==> src/rtl/int_pkg.sv <==
`default_nettype none

package int_pkg;

  // datapath widths
  localparam int data_w    = 32;
  localparam int shamt_w   = 5;
  localparam int op_w      = 5;
  localparam int rs_addr_w = 3;
  localparam int exc_w     = 8;

  // overflow-checked flag inside the exception word
  localparam int exc_pos_ov = 2;

  // operation codes, anything unlisted acts as nop
  localparam logic [op_w-1:0] op_nop  = 5'd0;
  localparam logic [op_w-1:0] op_add  = 5'd1;
  localparam logic [op_w-1:0] op_addu = 5'd2;
  localparam logic [op_w-1:0] op_sub  = 5'd3;
  localparam logic [op_w-1:0] op_subu = 5'd4;
  localparam logic [op_w-1:0] op_slt  = 5'd5;
  localparam logic [op_w-1:0] op_sltu = 5'd6;
  localparam logic [op_w-1:0] op_and  = 5'd7;
  localparam logic [op_w-1:0] op_nor  = 5'd8;
  localparam logic [op_w-1:0] op_or   = 5'd9;
  localparam logic [op_w-1:0] op_xor  = 5'd10;
  localparam logic [op_w-1:0] op_sll  = 5'd11;
  localparam logic [op_w-1:0] op_sra  = 5'd12;
  localparam logic [op_w-1:0] op_srl  = 5'd13;
  localparam logic [op_w-1:0] op_clz  = 5'd14;
  localparam logic [op_w-1:0] op_clo  = 5'd15;
  localparam logic [op_w-1:0] op_movz = 5'd16;
  localparam logic [op_w-1:0] op_movn = 5'd17;

  // configuration register map
  localparam int cfg_addr_w = 1;

  localparam logic [cfg_addr_w-1:0] cfg_addr_ctrl  = 1'b0;
  localparam logic [cfg_addr_w-1:0] cfg_addr_ovcnt = 1'b1;

  // overflow counter, saturating
  localparam int ovcnt_w = 16;

endpackage

`default_nettype wire

==> src/rtl/bit_counter.sv <==
`timescale 1ns/1ns
`default_nettype none

module bit_counter (
  input  wire logic [int_pkg::op_w-1:0]   op,
  input  wire logic [int_pkg::data_w-1:0] opr,
  output logic      [int_pkg::data_w-1:0] count
);

  logic [int_pkg::data_w-1:0] word;
  logic [int_pkg::data_w-1:0] lead;

  // clo is clz of the inverted word
  assign word = (op == int_pkg::op_clo) ? ~opr : opr;

  // highest set bit wins, so scan upward and keep the last hit
  always_comb begin
    lead = int_pkg::data_w'(int_pkg::data_w);
    for (int i = 0; i < int_pkg::data_w; i++) begin
      if (word[i]) begin
        lead = int_pkg::data_w'(int_pkg::data_w - 1 - i);
      end
    end
  end

  always_comb begin
    if (op == int_pkg::op_clz || op == int_pkg::op_clo) begin
      count = lead;
    end else begin
      count = '0;
    end
  end

endmodule

`default_nettype wire

==> src/rtl/int_unit.sv <==
`timescale 1ns/1ns
`default_nettype none

module int_unit (
  input  wire logic                          clk,
  input  wire logic                          arst_n,
  // issue from the integer reservation station
  input  wire logic                          issue_valid,
  input  wire logic [int_pkg::rs_addr_w-1:0] issue_rs_addr,
  input  wire logic [int_pkg::op_w-1:0]      issue_op,
  input  wire logic [int_pkg::exc_w-1:0]     issue_exc,
  input  wire logic [int_pkg::data_w-1:0]    issue_opr1,
  input  wire logic [int_pkg::data_w-1:0]    issue_opr2,
  input  wire logic                          ov_trap_en,
  // toward integer writeback
  output logic                               wb_valid,
  output logic                               wb_write,
  output logic      [int_pkg::rs_addr_w-1:0] wb_rs_addr,
  output logic      [int_pkg::exc_w-1:0]     wb_exc,
  output logic      [int_pkg::data_w-1:0]    wb_result,
  output logic                               ov_event
);

  localparam int msb = int_pkg::data_w - 1;

  logic                       negate;
  logic [int_pkg::data_w-1:0] opr2_mux;
  logic [int_pkg::data_w-1:0] sum;
  logic                       overflow_sum;
  logic                       lt_signed;
  logic                       lt_unsigned;
  logic [int_pkg::shamt_w-1:0] shamt;
  logic [int_pkg::data_w-1:0] count;
  logic [int_pkg::data_w-1:0] result;
  logic                       write_flag;
  logic [int_pkg::exc_w-1:0]  exc_gated;

  // shared adder, subtraction as a + ~b + 1
  assign negate = (issue_op == int_pkg::op_sub) || (issue_op == int_pkg::op_subu) ||
                  (issue_op == int_pkg::op_slt);
  assign opr2_mux = negate ? ~issue_opr2 : issue_opr2;
  assign sum = issue_opr1 + opr2_mux + int_pkg::data_w'(negate);

  // same input signs but a different result sign
  assign overflow_sum = (issue_opr1[msb] == opr2_mux[msb]) && (sum[msb] != issue_opr1[msb]);

  // negative vs positive, or equal signs and a negative difference
  assign lt_signed = (issue_opr1[msb] && !issue_opr2[msb]) ||
                     ((issue_opr1[msb] == issue_opr2[msb]) && sum[msb]);
  assign lt_unsigned = issue_opr1 < issue_opr2;

  assign shamt = issue_opr1[int_pkg::shamt_w-1:0];

  bit_counter bit_counter_i (
    .op    (issue_op),
    .opr   (issue_opr1),
    .count (count)
  );

  always_comb begin
    case (issue_op)
      int_pkg::op_add, int_pkg::op_addu,
      int_pkg::op_sub, int_pkg::op_subu: result = sum;
      int_pkg::op_slt:  result = int_pkg::data_w'(lt_signed);
      int_pkg::op_sltu: result = int_pkg::data_w'(lt_unsigned);
      int_pkg::op_and:  result = issue_opr1 & issue_opr2;
      int_pkg::op_nor:  result = ~(issue_opr1 | issue_opr2);
      int_pkg::op_or:   result = issue_opr1 | issue_opr2;
      int_pkg::op_xor:  result = issue_opr1 ^ issue_opr2;
      int_pkg::op_sll:  result = issue_opr2 << shamt;
      int_pkg::op_sra:  result = $signed(issue_opr2) >>> shamt;
      int_pkg::op_srl:  result = issue_opr2 >> shamt;
      int_pkg::op_clz, int_pkg::op_clo: result = count;
      int_pkg::op_movz, int_pkg::op_movn: result = issue_opr1;
      default:          result = '0;
    endcase
  end

  // register write rule, conditional for the moves
  always_comb begin
    case (issue_op)
      int_pkg::op_movz: write_flag = ~|issue_opr2;
      int_pkg::op_movn: write_flag = |issue_opr2;
      default: write_flag = (issue_op >= int_pkg::op_add) && (issue_op <= int_pkg::op_clo);
    endcase
  end

  // only the overflow flag is touched
  always_comb begin
    exc_gated = issue_exc;
    exc_gated[int_pkg::exc_pos_ov] = issue_exc[int_pkg::exc_pos_ov] && overflow_sum &&
                                     ov_trap_en;
  end

  // output register toward writeback
  always_ff @(posedge clk or negedge arst_n) begin
    if (!arst_n) begin
      wb_valid   <= 1'b0;
      wb_write   <= 1'b0;
      wb_rs_addr <= '0;
      wb_exc     <= '0;
      wb_result  <= '0;
    end else begin
      wb_valid <= issue_valid;
      wb_write <= issue_valid && write_flag;
      if (issue_valid) begin
        wb_rs_addr <= issue_rs_addr;
        wb_exc     <= exc_gated;
        wb_result  <= result;
      end
    end
  end

  assign ov_event = wb_valid && wb_exc[int_pkg::exc_pos_ov];

endmodule

`default_nettype wire

==> src/rtl/int_status_regs.sv <==
`timescale 1ns/1ns
`default_nettype none

module int_status_regs (
  input  wire logic                           clk,
  input  wire logic                           arst_n,
  input  wire logic                           cfg_we,
  input  wire logic [int_pkg::cfg_addr_w-1:0] cfg_addr,
  input  wire logic [int_pkg::data_w-1:0]     cfg_wdata,
  input  wire logic                           ov_event,
  output logic      [int_pkg::data_w-1:0]     cfg_rdata,
  output logic                                ov_trap_en
);

  logic [int_pkg::ovcnt_w-1:0] ovcnt;

  always_ff @(posedge clk or negedge arst_n) begin
    if (!arst_n) begin
      ov_trap_en <= 1'b1;
    end else if (cfg_we && cfg_addr == int_pkg::cfg_addr_ctrl) begin
      ov_trap_en <= cfg_wdata[0];
    end
  end

  // a clear beats a same-cycle increment
  always_ff @(posedge clk or negedge arst_n) begin
    if (!arst_n) begin
      ovcnt <= '0;
    end else if (cfg_we && cfg_addr == int_pkg::cfg_addr_ovcnt) begin
      ovcnt <= '0;
    end else if (ov_event && ovcnt != '1) begin
      ovcnt <= ovcnt + 1'b1;
    end
  end

  always_comb begin
    if (cfg_addr == int_pkg::cfg_addr_ctrl) begin
      cfg_rdata = int_pkg::data_w'(ov_trap_en);
    end else begin
      cfg_rdata = int_pkg::data_w'(ovcnt);
    end
  end

endmodule

`default_nettype wire

==> src/rtl/int_exec.sv <==
`timescale 1ns/1ns
`default_nettype none

module int_exec (
  input  wire logic                           clk,
  input  wire logic                           arst_n,
  // issue
  input  wire logic                           issue_valid,
  input  wire logic [int_pkg::rs_addr_w-1:0]  issue_rs_addr,
  input  wire logic [int_pkg::op_w-1:0]       issue_op,
  input  wire logic [int_pkg::exc_w-1:0]      issue_exc,
  input  wire logic [int_pkg::data_w-1:0]     issue_opr1,
  input  wire logic [int_pkg::data_w-1:0]     issue_opr2,
  // writeback
  output logic                                wb_valid,
  output logic                                wb_write,
  output logic      [int_pkg::rs_addr_w-1:0]  wb_rs_addr,
  output logic      [int_pkg::exc_w-1:0]      wb_exc,
  output logic      [int_pkg::data_w-1:0]     wb_result,
  // configuration port
  input  wire logic                           cfg_we,
  input  wire logic [int_pkg::cfg_addr_w-1:0] cfg_addr,
  input  wire logic [int_pkg::data_w-1:0]     cfg_wdata,
  output logic      [int_pkg::data_w-1:0]     cfg_rdata
);

  logic ov_trap_en;
  logic ov_event;

  int_unit int_unit_i (
    .clk           (clk),
    .arst_n        (arst_n),
    .issue_valid   (issue_valid),
    .issue_rs_addr (issue_rs_addr),
    .issue_op      (issue_op),
    .issue_exc     (issue_exc),
    .issue_opr1    (issue_opr1),
    .issue_opr2    (issue_opr2),
    .ov_trap_en    (ov_trap_en),
    .wb_valid      (wb_valid),
    .wb_write      (wb_write),
    .wb_rs_addr    (wb_rs_addr),
    .wb_exc        (wb_exc),
    .wb_result     (wb_result),
    .ov_event      (ov_event)
  );

  int_status_regs int_status_regs_i (
    .clk        (clk),
    .arst_n     (arst_n),
    .cfg_we     (cfg_we),
    .cfg_addr   (cfg_addr),
    .cfg_wdata  (cfg_wdata),
    .ov_event   (ov_event),
    .cfg_rdata  (cfg_rdata),
    .ov_trap_en (ov_trap_en)
  );

endmodule

`default_nettype wire

==> config.mk <==
export PLATFORM = sky130hd
export DESIGN_NAME = int_exec
export DESIGN_NICKNAME = d
export VERILOG_FILES = /design/src/rtl/int_pkg.sv /design/src/rtl/bit_counter.sv /design/src/rtl/int_unit.sv /design/src/rtl/int_status_regs.sv /design/src/rtl/int_exec.sv
export SDC_FILE = /design/constraint.sdc
export NUM_CORES = 1
export LEC_CHECK = 0
export BUFFER_PORTS_ARGS = -buffer_cell sky130_fd_sc_hd__buf_2
export CAP_MARGIN = 30
export CORE_MARGIN = 2
export CORE_UTILIZATION = 40
export CTS_CLUSTER_SIZE = 40
export DETAILED_ROUTE_END_ITERATION = 10
export MAX_ROUTING_LAYER = met4
export SYNTH_ARGS = -nofsm -noshare
export SYNTH_HDL_FRONTEND = slang
export SYNTH_SLANG_ARGS = --single-unit
==> constraint.sdc <==
create_clock -name clk -period 2.4 [get_ports clk]
set_input_delay 0.6 -clock clk [delete_from_list [all_inputs] [get_ports clk]]
set_output_delay 0.6 -clock clk [all_outputs]
set_load 0.01 [all_outputs]
Word level (Yosys, flattened, before mapping):

Index checks and enable logic that the tools add are counted.
W data, S select, Z words.

* input port bits: 117
* logic and storage cells: 106
* output and inout port bits: 77
* flip-flop bits (word level): 62

* add/subtract/negate cells: 3
* $lt $le $gt $ge: 3
* reductions and logical operators: 22
* bitwise logic cells: 7
* equality and inequality tests: 21
* shifts and indexed selects: 3
* muxes and demuxes: 40

Operators by type and width (number)
* $mux W32: 34
* $pmux W32 S12: 1
* $not A32 Y32: 3
* $mux W16: 3
* $eq A5 B4 Y1 const B: 8
* $add A32 B1 Y32: 1
* $add A32 B32 Y32: 1
* $and A32 B32 Y32: 1
* $lt A32 B32 Y1: 1
* $or A32 B32 Y32: 1
* $reduce_or A32 Y1: 1
* $shl A32 B5 Y32: 1
* $shr A32 B5 Y32: 1
* $sshr A32 B5 Y32: 1
* $xor A32 B32 Y32: 1
* $eq A5 B3 Y1 const B: 4
* $add A16 B1 Y16 const B: 1
* $ne A16 B16 Y1 const B: 1
* $logic_and A1 B1 Y1: 11
* $eq A5 B2 Y1 const B: 2
* $eq A5 B5 Y1 const B: 2
* $mux W6: 1
* $eq A5 B1 Y1 const B: 1
* $ge A5 B1 Y1 const B: 1
* other kinds (10): 16

Depth between registers and ports, before layout:

Gate-level depths: netlist of run 1.

* depth after elaboration: 36
* mapped depth: 16

Modules after synthesis:

Synthesis of run 1 repeated with hierarchy kept, for this count alone.

* cells, all modules: 1650
* area total of the unflattened synthesis: 12737.2 sq um

By module, submodules not included
* int_unit: area each 10410.0 sq um, cells each 1331, times used 1
* int_status_regs: area each 1213.7 sq um, cells each 138, times used 1
* bit_counter: area each 1113.6 sq um, cells each 181, times used 1

Least setup slack after synthesis of run 1:

OpenSTA, ideal clock, no wires.

* path type: input to register
* start: input issue_op[3] (netlist bit)
* end: register int_unit_i.wb_result[28] (netlist bit)
* arrival time: 4.145 ns
* library setup time: 0.126 ns
* stages: 15
* setup slack: -1.871 ns
* path buffers: 2
* required time: 2.274 ns
* cells stage by stage: clkbuf_1 nor2_1 a21boi_1 buf_1 xnor2_1 fa_1 a211o_1 a21oi_1 o311ai_1 o2bb2ai_1 o21ai_1 a41o_1 nor2_1 xnor2_1 a221o_1

* word-level cells in the longest chain between the ends: 34
* elaborated cells between the ends (all ways): 59
* classes of those cells: add/sub: 2; eq/ne: 17; mux: 34; reduce/logical: 6

Ends and longest elaborated chain
* start, declared: RTL line int_exec.sv:10 `input wire logic [int_pkg::op_w-1:0] issue_op,`
* $eq A5 B4 Y1: RTL line bit_counter.sv:14, bit_counter.sv:27, int_unit.sv:61
* $mux W32: RTL line bit_counter.sv:14 `assign word = (op == int_pkg::op_clo) ? ~opr : opr;`
* $mux W32 (30 in a row): RTL line bit_counter.sv:20 `if (word[i]) begin`
* $mux W32: RTL line bit_counter.sv:27 `if (op == int_pkg::op_clz || op == int_pkg::op_clo) begin`
* $pmux W32 S12 (*): RTL line int_unit.sv:61 `case (issue_op)`
* end signal, assigned: RTL line int_unit.sv:109 `wb_result <= result;`
* end, declared: RTL line int_unit.sv:20 `output logic [int_pkg::data_w-1:0] wb_result,`

Every way passes the cells marked *; elsewhere a longest branch is shown, timed or not.
A chain may end at the register's enable or synchronous reset.

Final worst setup path of run 1:

* start: input issue_op[2] (netlist bit)
* end: register int_unit_i.wb_result[0] (netlist bit)

* word-level cells in the longest chain between the ends: 36
* elaborated cells between the ends (all ways): 63
* classes of those cells: add/sub: 2; eq/ne: 17; mux: 36; reduce/logical: 8

Ends and longest elaborated chain (RTL line)
* $eq A5 B4 Y1: bit_counter.sv:14, bit_counter.sv:27, int_unit.sv:61
* $mux W32: bit_counter.sv:14
* $mux W6: bit_counter.sv:20
* $mux W32 (31 in a row): bit_counter.sv:20
* $mux W32: bit_counter.sv:27
* $pmux W32 S12 (*): int_unit.sv:61

Marks and branches as above.

==> key figures, run 1 <==
Synthesis
  – Yosys cell types: 84
  – Synth warnings: 0
  – Top cells by area, synth: ha_1 (13%), dfrtp_1 (13%), mux4_2 (11%), nor2_1 (5.4%), a21oi_1 (4.9%)
  – Synth top area share: a little over an eighth
  – Synth area leader: ha_1
  – Post-synth EDFFs: 0
  – Most frequent cell after synthesis: nor2_1
  – Post-synth top cells: nor2_1 (171), ha_1 (127), nand2_1 (127)
  – Avg Inst Size Synth: 7.82 sq um
  – Mapped Area: ~12000 sq um
  – Yosys reg bits: 62
  – Seq/Total Area, Yosys: 13.1%
  – Async set or reset register ratio after synthesis: 100%
  – Top_reg_cell synth: dfrtp_1
  – Syn Inst Count: 1510

Placement
  – Placer Congestion: 1.04
  – Port Buffer Count: 146
  – Final HPWL DP: around 50 mm
  – Area post-placement: approximately 16000 sq um
  – Dpl cells: between 2000 and 2500

Power
  – Clock power frac: 20.5%
  – Pleak: around 8.6 nW
  – NetSw: around 2.7 mW
  – Pwr Density: around 360 nW/um^2
  – Cell Int Power: 3.88 mW
  – VDD IR max: 0.000270 V
  – Sw Ratio: between 40% and 50%
  – Sequential Power Share: about 18%
  – Combinational power share: 61.6%

Timing
  – RSZ-0062 raised after global routing: yes
  – Fin. Hold Viols: 0
  – Final period util: 146%
  – Max_slew headroom: about 45%
  – Max Clock Skew: about 4.5 ps
  – Final worst setup slack: -1100 ps
  – # setup viols final: 33
  – Min cycle time layout: 3500 ps
  – Fmax: ~0.29 GHz
  – Worst hold slack: ~270 ps
  – TNS Setup: -25780 ps
  – Actual slew at the worst max-slew pin: between 800 and 900 ps
  – Max Slew Vio Count: 0

Global routing
  – Initial antenna violation count: 0
  – Met3 Use GR: ~3.7%
  – Grt peak-use layer: met2
  – Remaining Overflow, GRT: 0
  – First-pass GRT wire length: 91.2 mm
  – Vias in the first global route: roughly 15000
  – Met1 Resource Use GR: 50.8%
  – Total track usage: 40.6%
  – Largest net degree at the start of global routing: 75
  – GR Layer Usage met2: approximately two thirds

Flow run
  – Max_cap viols: 0

Routing
  – Routed vias/inst: a little over 6
  – DRC viols: 0
  – Drt pass-1 iters: 5
  – Drt initial violations: ~1500
  – Wire per inst: 25.0 um
  – Final WL: between 60 and 70 mm
  – Post-DRT Antenna Nets: 0
  – Via count: 15100

Die
  – Ports: 194
  – Die height: roughly 180 um
  – Core ar.: ~29000 sq um
  – FP Rows: slightly above 60
  – Initial Utilization: roughly 40%
  – Die area: a little over 30000 sq um
  – Die W: about 180 um

Worst setup path
  – Worst Setup End Kind: flip-flop
  – Peak fanout along the critical path: 8
  – CP required: roughly 2700 ps
  – CP Class: input pin to flip-flop
  – Startpoint types: input pin
  – Critical path data arrival time: 3770 ps

CTS
  – Latest clock arrival within the worst-skew pair: around 330 ps
  – TritonCTS clock tree: built
  – Post-CTS Hold Buffers: 0
  – Longest Clk Path Bufs: 2
  – Clk slew on worst S/H paths: 50 ps
  – CTS Sinks: 62
  – TritonCTS buffer count: 9
  – Root buf cell: clkbuf_16
  – H-tree levels: 3

Status
  – Status: finished, violations left
  – Failing checks: setup timing

Final layout
  – Final std cells w/o fill: 2488
  – Share of layout cells above drive strength 1: between 40% and 50%
  – ANT cells: 0
  – Synth-to-layout area growth: 55.6%
  – Post-route design area: between 15000 and 20000 sq um
  – Nets@finish: about 2300

Min path
  – HP Class: input pin to async pin
==> critical path, cell delays in order <==
cell and delay (ps):
buf_8 110, nand3b_4 160, a21boi_4 190, buf_12 170, buf_12 140, xnor2_2 80, ha_1 190, or3_1 410
o2111a_2 350, o2111ai_4 320, a21oi_4 120, or4_4 490, a2111o_1 370, nand4_1 70
==> state kept, by name (all words and copies together), names as in the netlist <==
| register | flops |
|---|---|
| int_unit_i.wb_rs_addr | 3 |
| int_unit_i.wb_write | 1 |
| int_status_regs_i.ovcnt | 16 |
| int_status_regs_i.ov_trap_en | 1 |
| int_unit_i.wb_exc | 8 |
| int_unit_i.wb_result | 32 |
| int_unit_i.wb_valid | 1 |
==> final timing paths <==
kind	startpoint	to	slack, ps	cells after the start
hold / removal	arst_n	int_unit_i.wb_result[25]$_DFFE_PN0P_	270	2
max in group asynchronous	arst_n	int_status_regs_i.ov_trap_en$_DFFE_PN1P_	1820	2
setup / recovery	issue_op[2]	int_unit_i.wb_result[0]$_DFFE_PN0P_	-1100	14
setup reg to reg	int_status_regs_i.ovcnt[9]$_DFFE_PN0P_	int_status_regs_i.ovcnt[13]$_DFFE_PN0P_	190	8
min in group clk	int_unit_i.wb_result[1]$_DFFE_PN0P_	int_unit_i.wb_result[1]$_DFFE_PN0P_	490	1
hold reg to reg	int_unit_i.wb_result[1]$_DFFE_PN0P_	int_unit_i.wb_result[1]$_DFFE_PN0P_	490	1
==> area by class of cell <==
class / instances / area [sq um]
flip-flops and latches: 62 / 1550
inverters: 86 / 330
repair buffers: 677 / 5130
multi-input cells: 1263 / 10600
clock buffers: 12 / 256
clock inverters: 4 / 55.1
fillers: 2592 / 10500
well taps: 384 / 480
==> repair_timing <==
| item | CTS | global route |
|---|---|---|
| setup endpoints to repair | 33 | 33 |
| setup buffers | 30 | 20 |
| pin swaps | 75 | 63 |
| gates cloned | 3 | 0 |
| resized for setup | 167 | 86 |
==> kinds of logic after synthesis <==
group | synth area share (%)
DFF | 13.1
adders and majority gates | 13.6
xor gates and xnor gates | 5.04
AOI/OAI and AO/OA | 25.7
and+or+nand+nor | 19.2
other | 0.0317
buffers and inverters | 7.21
muxes | 16.0
==> layer usage <==
metal | routed length [um] | vias to the layer above | part of all wire (%)
li1 | - | 6804 | -
met1 | 24900 | 7299 | 40
met2 | 29100 | 799 | 47
met3 | 4530 | 148 | 7.3
met4 | 3640 | 0 | 5.9
met5 | 0 | - | 0
==> power by group through the flow <==
| stage | Sequential, mW | Combinational, mW | Clock, mW |
|---|---|---|---|
| finish | 1.17 | 4.04 | 1.34 |
| global placement | 1.19 | 3.37 | 0 |
| floorplan | 1.21 | 1.61 | 0 |
| detailed placement | 1.19 | 3.40 | 0 |
| CTS | 1.17 | 3.76 | 1.36 |
| global route | 1.18 | 4.26 | 1.41 |
==> stage by stage <==
stage | setup WS (ps) | total power [mW] | util, %
finish | -1100 | 6.55 | 63.7
global route | -1260 | 6.84 | 63.7
CTS | -1050 | 6.30 | 61.8
detailed placement | -1640 | 4.59 | 57.1
global placement | -1530 | 4.55 | 57.1
floorplan | -1240 | 2.82 | -
==> layout by cell type (no fill, tap or decap), types with 8 or more instances in the layout <==
cell type	n
xor2_1	9
o21ai_2	13
inv_1	82
ha_1	123
buf_2	141
a22oi_1	17
nand2_1	119
or3_1	18
buf_4	491
clkbuf_16	9
a21oi_1	98
conb_1	16
a21o_1	16
dfrtp_1	61
nand3_1	24
nor2_1	157
nand4_1	16
mux2_2	18
xnor2_1	43
o22ai_1	10
a21oi_2	14
and2_1	27
mux4_2	58
a31oi_1	17
a211oi_1	13
o21ai_1	9
o211ai_1	14
o21ai_0	60
nor3_1	38
buf_6	21
o2111ai_1	8
nor2_2	9
nor4_1	17
a221oi_1	11
mux2i_1	33
buf_12	14
a221o_1	15
(Power assumes the default switching activity.)
==> inputs of run 2 (changes only) <==
--- a/config.mk
+++ b/config.mk
@@ -14,4 +14,5 @@
 export MAX_ROUTING_LAYER = met4
 export SYNTH_ARGS = -nofsm -noshare
 export SYNTH_HDL_FRONTEND = slang
+export SYNTH_HIERARCHICAL = 1
 export SYNTH_SLANG_ARGS = --single-unit
==> run 2 against run 1 <==
The run still ends with setup timing left. Fmax fell by 0.14%. Sequential power barely moved. Flip-flop and latch count did not move. First-iteration DRC count rose by 2.1%. Non-clock buffer count rose by 13. Setup slack got worse by 4.9 ps. Critical path type unchanged. Largest cell class unchanged. Largest power group unchanged. Highest routed layer unchanged.
==> key figures, run 2 <==
Timing
  – Max_slew headroom: between 40% and 50%
  – Min cycle time layout: between 3000 and 4000 ps
  – Max Clock Skew: between 3 and 4 ps
  – Fin. Hold Viols: 0
  – RSZ-0062 raised after global routing: yes
  – Final worst setup slack: -1110 ps
  – Actual slew at the worst max-slew pin: 776 ps
  – Final period util: 146%
  – TNS Setup: -28560 ps
  – Fmax: 0.285 GHz
  – # setup viols final: 33
  – Max Slew Vio Count: 0

Power
  – Pleak: 9.03 nW
  – VDD IR max: around 0.00028 V
  – Total power: 6.54 mW
  – Pwr Density: 341 nW/um^2

CTS
  – CTS Sinks: 62
  – H-tree levels: 3
  – Latest clock arrival within the worst-skew pair: 340 ps
  – TritonCTS buffer count: 9
  – TritonCTS clock tree: built
  – Longest Clk Path Bufs: 2
  – Clk slew on worst S/H paths: 70 ps
  – Root buf cell: clkbuf_16
  – Post-CTS Hold Buffers: 0

Placement
  – Port Buffer Count: between 100 and 150
  – Final HPWL DP: between 50 and 60 mm
  – Placer Congestion: between 1 and 1.5

Worst setup path
  – Peak fanout along the critical path: 8
  – Most used cell, CP: xnor2_2
  – Startpoint types: input pin
  – CP Class: input pin to flip-flop
  – CP required: 2630 ps
  – CP peak stage delay: around 520 ps
  – CP max stage cell: or4b_4
  – Critical path data arrival time: ~3700 ps
  – Worst Setup End Kind: flip-flop
  – Cell Chain, Critical Path: buf_8 -> and3b_1 -> o21a_4 -> buf_12 -> xnor2_2 -> ha_1 -> nand2_2 -> nor2_4 -> and2_4 -> and3_4 -> or4b_4 -> a21boi_4 -> buf_6 -> o21ai_4 -> xnor2_2 -> a221o_1
  – R2R Setup Slk: 520 ps

Final layout
  – Nets@finish: about 2500
  – Multi-input gate area: approximately 11000 sq um
  – Filler cell count: between 2000 and 3000
  – Area occupied by registers: between 1500 and 2000 sq um
  – Largest registers: int_unit_i/wb_result: 32 flops, int_status_regs_i/ovcnt: 16 flops, int_unit_i/wb_exc: 8 flops
  – Max reg flops: 32
  – ANT cells: 0
  – Synth-to-layout area growth: 50.6%
  – Largest register by flop count: int_unit_i/wb_result
  – Most frequent cells in the layout: buf_4 (498), buf_2 (141), nand2_1 (135), nor2_1 (135), ha_1 (121)
  – Layout Utilization: roughly 61%
  – Share of layout cells above drive strength 1: between 40% and 50%
  – Most common cell after layout, fill and taps aside: buf_4

Die
  – Die height: about 180 um
  – Ports: between 150 and 200
  – Core ar.: between 30000 and 40000 sq um
  – Die W: about 180 um
  – Die area: around 33000 sq um
  – FP Rows: 65
  – Initial Utilization: about two fifths

Routing
  – Drt pass-1 iters: 6
  – Final WL: between 60 and 70 mm
  – Via count: roughly 16000
  – DRC viols: 0
  – Post-DRT Antenna Nets: 0
  – Routed vias/inst: a little over 6
  – Drt initial violations: approximately 1600
  – Wire per inst: roughly 24 um

Flow run
  – Max_cap viols: 0

Global routing
  – Initial antenna violation count: 0
  – Vias in the first global route: about 15000
  – First-pass GRT wire length: between 90 and 100 mm
  – Total track usage: 38.0%
  – Remaining Overflow, GRT: 0
  – Largest net degree at the start of global routing: 60

Synthesis
  – Post-synth EDFFs: 0
  – Top_reg_cell synth: dfrtp_1
  – Synth top area share: approximately an eighth
  – Synth warnings: 6
  – Most frequent cell after synthesis: nor2_1
  – Post-synth top cells: nor2_1 (147), nand2_1 (144), ha_1 (128)
  – Mapped Area: approximately 13000 sq um
  – Async set or reset register ratio after synthesis: 100%
  – Yosys cell types: between 90 and 100
  – Synth area leader: ha_1
  – Seq/Total Area, Yosys: between 10% and 20%
  – Yosys reg bits: 62
  – Avg Inst Size Synth: 7.72 sq um
  – Top cells by area, synth: ha_1 (13%), dfrtp_1 (12%), mux4_2 (8.5%), a21oi_1 (4.8%), nor2_1 (4.3%)
  – Syn Inst Count: approximately 1700

Status
  – Status: finished, violations left
  – Failing checks: setup timing

Min path
  – HP Class: input pin to async pin
run 2: routing by layer:
metal,GRT usage [%],part of all wire [%]
met5,-,0
met4,19.4,5.7
met3,3.65,7.3
met2,61.6,47
met1,47.2,40
run 2: worst max-delay path, delay by kind of cell:
kind | cells | cell delay [ps]
and+or+nand+nor | 6 | 1310
AOI/OAI and AO/OA | 4 | 820
buffers and inverters | 3 | 430
adders and majority gates | 1 | 320
xor gates and xnor gates | 2 | 230
run 2: final cells by class:
type,instances,area share (%)
Clock buffer,10,1.25
Clock inverter,6,0.365
Inverter,96,1.88
Multi-Input combinational cell,1377,58.7
Sequential cell,62,8.09
Tap cell,402,2.62
Timing Repair Buffer,690,27.1
run 2: power breakdown:
group	switching (mW)	leakage, nW	internal [mW]	total (mW)
clock	0.510	0.141	0.837	1.35
combinational	2.14	8.07	1.88	4.02
sequential	0.0551	0.821	1.12	1.18
run 2: logic make-up (layout without fill, tap and decap cells):
kind of cell,count (synthesis),in the layout,synth area share [%]
flip-flops,62,62,12.2
adder cells (fa/ha/maj),129,129,12.7
buffers and inverters,251,802,9.05
XOR/XNOR,57,57,3.92
other,2,42,0.0590
multiplexers,118,118,14.2
AO/OA/AOI/OAI,492,492,26.9
AND/OR/NAND/NOR,539,539,21.0
run 2: worst paths after layout:
kind	from	end	depth (start not counted)
min reg2reg	int_unit_i/wb_result[5]$_DFFE_PN0P_	int_unit_i/wb_result[5]$_DFFE_PN0P_	1
min	arst_n	int_unit_i/wb_result[29]$_DFFE_PN0P_	1
max in group asynchronous	arst_n	int_status_regs_i/ov_trap_en$_DFFE_PN1P_	2
min in group clk	issue_exc[1]	int_unit_i/wb_exc[1]$_DFFE_PN0P_	2
max	issue_op[2]	int_unit_i/wb_result[29]$_DFFE_PN0P_	16
max reg2reg	int_unit_i/wb_exc[2]$_DFFE_PN0P_	int_status_regs_i/ovcnt[10]$_DFFE_PN0P_	5
run 2: through the flow:
| stage | area [sq um] | std cells | setup WS, ps | hold WS [ps] |
|---|---|---|---|---|
| after floorplan | 13000 | 1690 | -1260 | 304 |
| after global placement | 17500 | 2599 | -1560 | 480 |
| after detailed placement | 17500 | 2599 | -1590 | 476 |
| after CTS | 18600 | 2638 | -1020 | 230 |
| after global routing | 19200 | 2643 | -1170 | 237 |
| final | 19200 | 2643 | -1110 | 211 |
run 2: what timing repair did:
item | 4_1_cts | 5_1_grt
pin swaps | 70 | 61
gates resized for setup | 109 | 106
endpoints found under the hold margin | 0 | 0
cloned | 1 | 0
buffers inserted | 25 | 8
setup endpoints to repair | 33 | 33
